===== src/rtl/mem_sys_pkg.sv =====
/* Shared widths, types and structs for the three-source memory port.
   Line store holds 16 lines; address bits above the line index are ignored. */
package mem_sys_pkg;

    localparam int ADDR_WIDTH     = 32;
    localparam int LINE_WIDTH     = 512;
    localparam int NUM_LINES      = 16;
    localparam int LINE_IDX_WIDTH = 4;
    localparam int ACCESS_CYCLES  = 4;
    localparam int TIMER_WIDTH    = 3;

    typedef logic [ADDR_WIDTH-1:0]     addr_t;
    typedef logic [LINE_WIDTH-1:0]     line_t;
    typedef logic [LINE_IDX_WIDTH-1:0] line_idx_t;

    // Encoding 3 is reserved and behaves as idle
    typedef enum logic [1:0] {
        OP_IDLE  = 2'd0,
        OP_READ  = 2'd1,
        OP_WRITE = 2'd2
    } mem_op_e;

    typedef struct packed {
        mem_op_e op;
        addr_t   raw_address;
        addr_t   address_offset;
        line_t   wdata;
    } mem_req_t;

    typedef struct packed {
        line_t rdata;
        logic  tx_done;
        logic  rd_valid;
    } mem_rsp_t;

    typedef enum logic [1:0] {SRC1, SRC2, SRC3} src_sel_e;

    typedef enum logic [1:0] {CTRL_IDLE, CTRL_WAIT, CTRL_DONE} ctrl_state_e;

    // True only for the two real operations
    function automatic logic op_active(mem_op_e op);
        return (op == OP_READ) || (op == OP_WRITE);
    endfunction

endpackage


===== src/rtl/mem_access_timer.sv =====
/* Loadable down-counter for the fixed access delay; holds at zero when idle.
   Expired is high for one cycle, ACCESS_CYCLES cycles after the load. */
`timescale 1ns/1ps

module mem_access_timer import mem_sys_pkg::*; (
    input  logic clk,
    input  logic rst_n,
    input  logic timer_load,
    output logic timer_expired
);

    logic [TIMER_WIDTH-1:0] count_q;

    always_ff @(posedge clk or negedge rst_n) begin
        if (!rst_n) begin
            count_q <= '0;
        end else if (timer_load) begin
            count_q <= TIMER_WIDTH'(ACCESS_CYCLES);
        end else if (count_q != '0) begin
            count_q <= count_q - 1'b1;
        end
    end

    // Last wait cycle
    assign timer_expired = (count_q == TIMER_WIDTH'(1));

endmodule


===== config.mk =====
export PLATFORM = sky130hd
export DESIGN_NAME = mem_access_timer
export DESIGN_NICKNAME = d
export VERILOG_FILES = /design/src/rtl/mem_sys_pkg.sv /design/src/rtl/mem_access_timer.sv
export SDC_FILE = /design/constraint.sdc
export NUM_CORES = 1
export LEC_CHECK = 0
export BUFFER_PORTS_ARGS = -buffer_cell sky130_fd_sc_hd__buf_2
export CORE_AREA = 5 5 42 44
export DETAILED_ROUTE_END_ITERATION = 8
export DIE_AREA = 0 0 47 49
export PLACE_DENSITY = 0.4
export SYNTH_ARGS = -nofsm -noshare
export SYNTH_HDL_FRONTEND = slang
export SYNTH_SLANG_ARGS = --single-unit

===== constraint.sdc =====
create_clock -name clk -period 3.41 [get_ports clk]
set_input_delay 0 -clock clk [delete_from_list [all_inputs] [get_ports clk]]
set_output_delay 0 -clock clk [all_outputs]
set_load 0.01 [all_outputs]

==> results of run 1 <==
critical path: cells and delay by family, from the launching register on:
kind / cells / cell delay [ns]
buffers and inverters: 1 / 0.09
muxes: 1 / 0.31
adders and majority gates: 1 / 0.19
DFF: 1 / 0.40
and+or+nand+nor: 1 / 0.19
per-stage QoR:
step	setup slack [ns]	hold WS (ns)	total power [W]
finish	2.11	0.0380	0.000204
floorplan	2.20	-0.296	0.000123
global route	2.03	0.0515	0.000226
detailed placement	2.13	-0.202	0.000141
global placement	2.15	-0.205	0.000138
CTS	2.11	0.0265	0.000209
placed cells by master, fill, tap and decap left out:
| master | netlist | final |
|---|---|---|
| clkbuf_1 | 0 | 1 |
| nor2b_2 | 1 | 1 |
| o31ai_1 | 1 | 1 |
| nor2b_1 | 3 | 3 |
| mux2_4 | 1 | 1 |
| buf_2 | 0 | 3 |
| clkbuf_4 | 0 | 3 |
| nor2_1 | 2 | 2 |
| a211o_1 | 1 | 1 |
| nand4bb_1 | 1 | 1 |
| inv_1 | 2 | 2 |
| ha_1 | 3 | 3 |
| dlygate4sd3_1 | 0 | 1 |
| dfrtp_1 | 3 | 3 |
timing repair:
item / 4_1_cts / 5_1_grt
gates resized for setup: 0 / 0
hold buffers: 1 / 0
endpoints found under the hold margin: 3 / 0
kinds of logic (layout without fill, tap and decap cells):
kind of cell	Yosys count	after routing
and+or+nand+nor	7	7
adders and majority gates	3	3
DFF	3	3
AOI/OAI and AO/OA	2	2
buffers and inverters	2	10
muxes	1	1
report_power, final:
part	leakage [nW]	internal, W	total (W)	switching (W)
registers	0.0360	0.0000506	0.0000645	0.0000139
logic	0.0738	0.0000417	0.0000774	0.0000357
clock network	0.0150	0.0000439	0.0000624	0.0000185
total	0.125	0.000136	0.000204	0.0000681
final cells by class:
type	instances	area, µm²	area share (%)
multi-input cells	13	115	42.8
inverters	2	7.51	2.79
well taps	16	20.0	7.44
clock buffers	4	26.3	9.77
flip-flops and latches	3	75.1	27.9
repair buffers	4	25.0	9.30
layer usage:
metal	global-route usage [%]	vias to the layer above
met1	4.87	67
met2	4.75	6
met5	0	-
met4	6.91	0
li1	-	75
met3	1.48	2
how the worst max path moves through the flow:
stage,startpoint,endpoint,slack (ns),cells after the start
floorplan,count_q[0],count_q[0],2.20,4
global placement,count_q[0],count_q[0],2.15,4
detailed placement,count_q[0],count_q[0],2.13,4
CTS,count_q[0],count_q[0],2.11,4
global route,count_q[0],count_q[0],2.03,4
finish,count_q[0],count_q[0],2.11,4
==> out/qor.yml, run 1 <==
core_um2: 1400
fin_nets: 33
numCtsBuffers: 3
syn_nets: 24
max_stage_delay_ns: 0.40
track_usage_pct: 4.38
postCtsSetupRepairBufs: 0
p_leak_nw: 0.125
die_y_um: 49
vias: 150
wl_um: 353
synth_compound_area_share_pct: 8.23
r2r_slack_ns: 2.11
reg2reg_depth: 4
reg.largest.list: "count_q (3)"
tightest_slew_ns: 0.226
synthAdderAreaFrac_pct: 19.0
grt_max_degree: 6
synth_xor_xnor_area_share_pct: 0
port_buffers: 3
rows: 14
setup_viol: 0
placed_area_um2: 233
cts-root-buf: "clkbuf_4"
synth.area.top_cells: "dfrtp_1, ha_1, nor2b_1"
synthSimpleGateAreaFrac_pct: 23.4
end_kind: "flip-flop"
grt_pass1_wl_um: 634
initial_core_util_pct: 14.1
htreeDepth: 1
wl_met2_um: 124
antenna_found_initial: 0
criticalPathCategory: "reg -> reg"
top_register: "count_q"
pwr_density_cell_nw_per_um2: 759
synth_top_family_by_area: "simple AND/OR/NAND/NOR gates"
ys_seq_area_share_pct: 38.0
hold_violations: 0
fillCellCount: 165
worstSetupStartpointType: "flip-flop"
relSlewSlack_pct: 84.8
outcome: "finished clean"
drive_above_1_share_pct: 30.8
path_cells: "inv_1 -> ha_1 -> nor2b_2 -> mux2_4"
synth_cells: 18
num_io_pins: 4
dieWidth_um: 47
crit_slowest_cell: "dfrtp_1"
hold_depth: 2
maxCapViolations: 0
met3_length_um: 32
holdCritStartpoint: "timer_load"
finish.utilization_pct: 19.2
largest_register_ff_count: 3
rsz0062_at_grt: "false"
insertion_delay_ns: 0.23
hp-class: "in -> reg"
drv_slew: 0
avgSynthCellArea_um2: 11.0
ys_warn_count: 0
r2r_start: "count_q[0]"
drt-met1-wl_um: 178
timing.final.crit_share_pct: 38.0
dr.pass1.iters: 2
async_flop_share_pct: 100
routed_via_density: 3.57
synth_edf_count: 0
cts.sinks: 3
yosysUniqueCellTypes: 10
cts_buffer_depth: 2
min_to: "count_q[1]"
grt_pass1_vias: 171
ys_ff_latch: 3
muxShareOfSynthArea_pct: 7.59
ir_drop_mv: 0.289
drt_iter0_markers: 2
worstPathArrival_ns: 1.41
synthToLayoutAreaGrowth_pct: 36.1
synth_common_cells: "dfrtp_1, ha_1, nor2b_1, inv_1, nor2_1"
yosysTopAreaCell: "dfrtp_1"
worst_ep_required_time_ns: 3.52
max_freq_ghz: 0.772
placed_cells: 37
fin_worst_skew_ns: 0.000197
dieArea_um2: 2300
post-route-min-period_ns: 1.30
drtAntennaViolNets: 0
stdcell_count: 42
synth-main-ff-cell: "dfrtp_1"
antennaDiodeCount: 0
yosysTopAreaCellShare_pct: 38.0
stdcell_area_um2: 269
gp_congestion: 0.636
timing.setup.tns_ns: 0
top_layer: "met4"
grt_overflow: 0
syn-cell-area_um2: 198
drc: 0
clk_pin_slew_worst_paths_ns: 0.04
cp_max_fo: 4
cts_tree: "built"
r2r-end: "count_q[0]"
wl_per_cell_um: 8.40
Power figures use the tool's default switching activity.
==> inputs of run 2 (changes only) <==
--- a/config.mk
+++ b/config.mk
@@ -5,6 +5,7 @@
 export SDC_FILE = /design/constraint.sdc
 export NUM_CORES = 1
 export LEC_CHECK = 0
+export ABC_AREA = 1
 export BUFFER_PORTS_ARGS = -buffer_cell sky130_fd_sc_hd__buf_2
 export CORE_AREA = 5 5 42 44
 export DETAILED_ROUTE_END_ITERATION = 8
==> constraint.sdc (replaced) <==
create_clock -name clk -period 1.3 [get_ports clk]
set_input_delay 0 -clock clk [delete_from_list [all_inputs] [get_ports clk]]
set_output_delay 0 -clock clk [all_outputs]
set_load 0.01 [all_outputs]
==> run 2 against run 1 <==
Global-route usage fell by 0.077 points. Critical path depth rose by 1. Sequential power rose by 150%. Clock skew rose by 0.0021 ns. Final area rose by 2.3%. Synthesized cell count rose by 39%. Setup slack got worse by 1.9 ns. Non-clock buffer count rose by 1. Utilization rose by 0.45 points. Hold slack improved by 0.054 ns. Total power rose to 2.5 times the previous value. Critical path type is now reg -> out. Largest power group unchanged.
==> out/qor.yml, run 2 <==
final_common_cell: "inv_1"
setup_viol: 0
power_w: 0.000520
dr.pass1.iters: 1
reg2reg_depth: 5
top_register: "count_q"
insertion_delay_ns: 0.23
crit_slowest_cell: "dfrtp_1"
htreeDepth: 1
numCtsBuffers: 3
cts_buffer_depth: 2
synth-main-ff-cell: "dfrtp_1"
yosysMostFrequentCell: "inv_1"
crit_top_cell: "inv_1"
max_freq_ghz: 0.933
grt_overflow: 0
die_y_um: 49
core_um2: 1400
worstPathArrival_ns: 1.07
r2r-end: "count_q[0]"
criticalPathCategory: "reg -> out"
grt_max_degree: 5
gp_congestion: 0.624
synth_cells: 25
endpoint: "timer_expired"
cts-root-buf: "clkbuf_4"
timing.setup.tns_ns: 0
r2r_start: "count_q[0]"
hp-class: "in -> async"
grt_pass1_wl_um: 607
postCtsSetupRepairBufs: 0
hold_violations: 0
track_usage_pct: 4.30
syn_nets: 31
vias: 169
clk_pin_slew_worst_paths_ns: 0.04
crit_start: "count_q[1]"
ys_ff_latch: 3
post-route-min-period_ns: 1.07
synth_edf_count: 0
syn-cell-area_um2: 194
synth.area.top_cells: "dfrtp_1, ha_1, inv_1"
drc: 0
hpwl_um: 256
ys_warn_count: 0
ys_seq_area_share_pct: 38.7
antennaDiodeCount: 0
fin_nets: 41
timing.final.crit_share_pct: 82.4
drt_iter0_markers: 0
synth_common_cells: "inv_1, nand2_1, nor2_1, dfrtp_1, ha_1"
layout_common_cells: "inv_1, nor2_1, nand2_1"
cp_max_fo: 3
rsz0062_at_grt: "false"
yosysUniqueCellTypes: 9
wl_per_cell_um: 6.78
cts.sinks: 3
routed_via_density: 3.38
rows: 14
drtAntennaViolNets: 0
num_io_pins: 4
drv_slew: 0
holdBufCountCts: 2
yosysTopAreaCellShare_pct: 38.7
wl_um: 339
max_stage_delay_ns: 0.37
end_kind: "output pin"
pwr_density_cell_nw_per_um2: 1890
worstSetupStartpointType: "flip-flop"
drive_above_1_share_pct: 23.5
p_leak_nw: 0.147
relSlewSlack_pct: 90.1
r2r_slack_ns: 0.26
ir_drop_mv: 0.272
avgSynthCellArea_um2: 7.76
cts_tree: "built"
fin_worst_skew_ns: 0.00228
port_buffers: 3
initial_core_util_pct: 13.8
reg.largest.list: "count_q (3)"
grt_pass1_vias: 169
path_cells: "inv_1 -> ha_1 -> inv_1 -> nor2_1 -> buf_2"
synthToLayoutAreaGrowth_pct: 41.9
outcome: "finished clean"
tightest_slew_ns: 0.148
largest_register_ff_count: 3
worst_ep_required_time_ns: 1.30
dieWidth_um: 47
async_flop_share_pct: 100
yosysTopAreaCell: "dfrtp_1"
antenna_found_initial: 0
cts_resized: 0
dieArea_um2: 2300
maxCapViolations: 0
[run 2: cell types whose count changed in the layout (fill, tap and decap cells not counted), moves of 2 or more]
cell,delta
inv_1,+3
nand2_1,+4
nand3_1,+2
nand4_1,+2
nor2_1,+2
nor2b_1,-3
[run 2: cell families after synthesis]
| logic type | count (synthesis) | synth area share (%) |
|---|---|---|
| buf+inv | 6 | 11.6 |
| fa+ha+maj | 3 | 19.4 |
| simple gates | 13 | 30.3 |
| flops | 3 | 38.7 |
[run 2: how the worst min path moves through the flow]
stage                 endpoint  slack (ns)  depth (start not counted)
floorplan           count_q[0]       -0.30                          0
global placement    count_q[2]       -0.20                          1
finish              count_q[1]        0.09                          2
CTS                 count_q[1]        0.09                          2
global route        count_q[1]        0.11                          2
detailed placement  count_q[0]       -0.20                          1
[run 2: critical path, delay by kind of cell, from the launching register on]
family	cells	cell delay, ns
buffers and inverters	3	0.26
DFF	1	0.37
and+or+nand+nor	1	0.06
adders and majority gates	1	0.14
[run 2: layer usage]
metal	routed length [µm]	GRT usage, %
met2	133	4.75
met3	43	3.32
met4	20	5.53
met5	0	0
met1	142	4.19
[run 2: stage by stage]
stage	cell area (µm²)	setup WS (ns)	util [%]	hold slack [ns]	std cells
3_3_place_gp	229	0.242	16.3	-0.200	44
4_1_cts	275	0.208	19.6	0.0867	50
2_1_floorplan	194	0.349	-	-0.296	25
5_1_grt	275	0.138	19.6	0.112	50
6_report	275	0.228	19.6	0.0922	50
3_5_place_dp	229	0.266	16.3	-0.203	44
[run 2: power by group]
group | leakage (nW) | switching, W | total [W] | internal, W
Clock | 0.0150 | 0.0000499 | 0.000165 | 0.000115
Sequential | 0.0360 | 0.0000293 | 0.000160 | 0.000130
Combinational | 0.0957 | 0.000116 | 0.000196 | 0.0000794
Total | 0.147 | 0.000195 | 0.000520 | 0.000325
[run 2: layout make-up]
type / instances / area, µm²
clock buffers: 4 / 26.3
repair buffers: 5 / 35.0
fillers: 168 / 1130
flip-flops and latches: 3 / 75.1
well taps: 16 / 20.0
multi-input cells: 16 / 96.3
inverters: 6 / 22.5
==> inputs of run 3 (changes only) <==
==> constraint.sdc (replaced) <==
create_clock -name clk -period 1 [get_ports clk]
set_input_delay 0 -clock clk [delete_from_list [all_inputs] [get_ports clk]]
set_output_delay 0 -clock clk [all_outputs]
set_load 0.01 [all_outputs]
==> run 3 against run 2 <==
The run now ends with setup timing left. Clock-buffer cell count is the same. Final cell count is 8.0% higher. Via count up 12%. Clock power rose by 32%. Sequential share of layout area down 5.8 points. Register-to-register slack worse by 0.32 ns. Utilization grew 5.4 points. Global-route usage increased by 0.91 points. Total power increased by 78%. Flip-flop and latch count is the same. Setup slack worse by 0.33 ns. Critical endpoint unchanged. Largest cell class unchanged. Largest power group unchanged.
==> out/qor.yml, run 3 (synthesized netlist as in run 2, its figures left out) <==
maxCapViolations: 0
drtAntennaViolNets: 0
grt_pass1_wl_um: 765
numCtsBuffers: 3
p_sw_share_pct: 37.7
rows: 14
stdcell_area_um2: 350
largest_register_ff_count: 3
antennaDiodeCount: 0
vias: 189
drv_slew: 0
relSlewSlack_pct: 91.7
wl_per_cell_um: 8.85
timing.setup.tns_ns: -0.168
timing.final.crit_share_pct: 110
die_y_um: 49
reg.largest.list: "count_q (3)"
fin_worst_skew_ns: 0.00446
fin_nets: 45
ir_drop_mv: 0.760
hold_violations: 0
dieWidth_um: 47
routed_via_density: 3.50
hp-class: "in -> async"
grt_overflow: 0
pwr-share-seq_pct: 22.5
post-route-min-period_ns: 1.10
stdcell_count: 54
p_leak_nw: 0.169
worst_ep_required_time_ns: 1.00
synthToLayoutAreaGrowth_pct: 80.6
track_usage_pct: 5.21
worstPathArrival_ns: 1.10
max_freq_ghz: 0.908
drive_above_1_share_pct: 47.4
tightest_slew_ns: 0.125
port_buffers: 3
r2r-end: "count_q[1]"
cts.sinks: 3
criticalPathCategory: "reg -> out"
reg2reg_depth: 6
placed_area_um2: 244
r2r_start: "count_q[1]"
cts_buffer_depth: 2
wl_um: 478
num_io_pins: 4
layout_common_cells: "inv_2, nor2_1, nand2_1"
setup_slack_ns: -0.101
dr.pass1.iters: 2
end_kind: "output pin"
setup_viol: 4
r2r_slack_ns: -0.06
htreeDepth: 1
clk_pin_slew_worst_paths_ns: 0.04
p_int_w: 0.000578
cts_tree: "built"
drt_iter0_markers: 3
grt_max_degree: 5
core_um2: 1400
outcome: "finished, violations left"
dieArea_um2: 2300
antenna_found_initial: 0
initial_core_util_pct: 13.8
cts-root-buf: "clkbuf_4"
drc: 0
insertion_delay_ns: 0.23
cp_max_fo: 2
placed_cells: 46
clock_power_share_pct: 23.5
grt_pass1_vias: 195
top_register: "count_q"
gp_congestion: 0.607
switching_power_w: 0.000349
violations: "setup timing"
worstSetupStartpointType: "flip-flop"
pwr_density_cell_nw_per_um2: 2650
rsz0062_at_grt: "true"
combPwrFrac_pct: 54.0
-- run 3: worst max-delay path by stage --
| stage | from | to | slack, ns | cells past startpoint |
|---|---|---|---|---|
| 6_report | count_q[1] | timer_expired | -0.10 | 6 |
| 5_1_grt | count_q[1] | timer_expired | -0.17 | 6 |
| 4_1_cts | count_q[1] | timer_expired | -0.12 | 6 |
| 3_5_place_dp | count_q[0] | count_q[0] | -0.001 | 5 |
| 3_3_place_gp | count_q[0] | count_q[0] | -0.03 | 5 |
| 2_1_floorplan | count_q[0] | count_q[1] | 0.05 | 5 |
-- run 3: power groups by stage --
stage          registers [W]  clock network (W)  logic, W
3_3_place_gp        0.000204                  0  0.000314
3_5_place_dp        0.000202                  0  0.000305
2_1_floorplan       0.000198                  0  0.000210
4_1_cts             0.000209           0.000229  0.000434
6_report            0.000209           0.000218  0.000501
5_1_grt             0.000214           0.000249  0.000554
-- run 3: worst max-delay path, stage by stage, from the launching register on --
cell     delay (ns)
dfrtp_1        0.38
inv_2          0.07
buf_6          0.09
ha_4           0.11
inv_2          0.02
nor2_1         0.06
buf_2          0.13
-- run 3: repair_timing --
action | 4_1_cts | 5_1_grt
endpoints found under the setup margin | 3 | 4
cloned | 0 | 0
setup buffers | 1 | 1
hold endpoints to repair | 4 | 0
resized for setup | 8 | 3
pin swaps | 1 | 1
hold buffers | 2 | 0
-- run 3: through the flow --
stage / setup WS (ns) / hold WS [ns] / util, % / power (W)
2_1_floorplan: 0.0489 / -0.296 / - / 0.000408
3_3_place_gp: -0.0258 / -0.197 / 17.4 / 0.000518
3_5_place_dp: -0.00127 / -0.201 / 17.4 / 0.000507
4_1_cts: -0.124 / 0.0835 / 23.6 / 0.000871
5_1_grt: -0.165 / 0.107 / 25.0 / 0.00102
6_report: -0.101 / 0.0902 / 25.0 / 0.000927
-- run 3: cell type report --
type	instances	area [µm²]
repair buffers	9	72.6
fillers	157	1050
clock buffers	4	26.3
inverters	6	22.5
well taps	16	20.0
multi-input cells	16	134
flip-flops and latches	3	75.1
-- run 3: layer usage --
metal	track usage, %	wire length, µm
met5	0	0
met4	2.76	0
met3	6.64	30
met2	6.11	237
met1	5.05	210
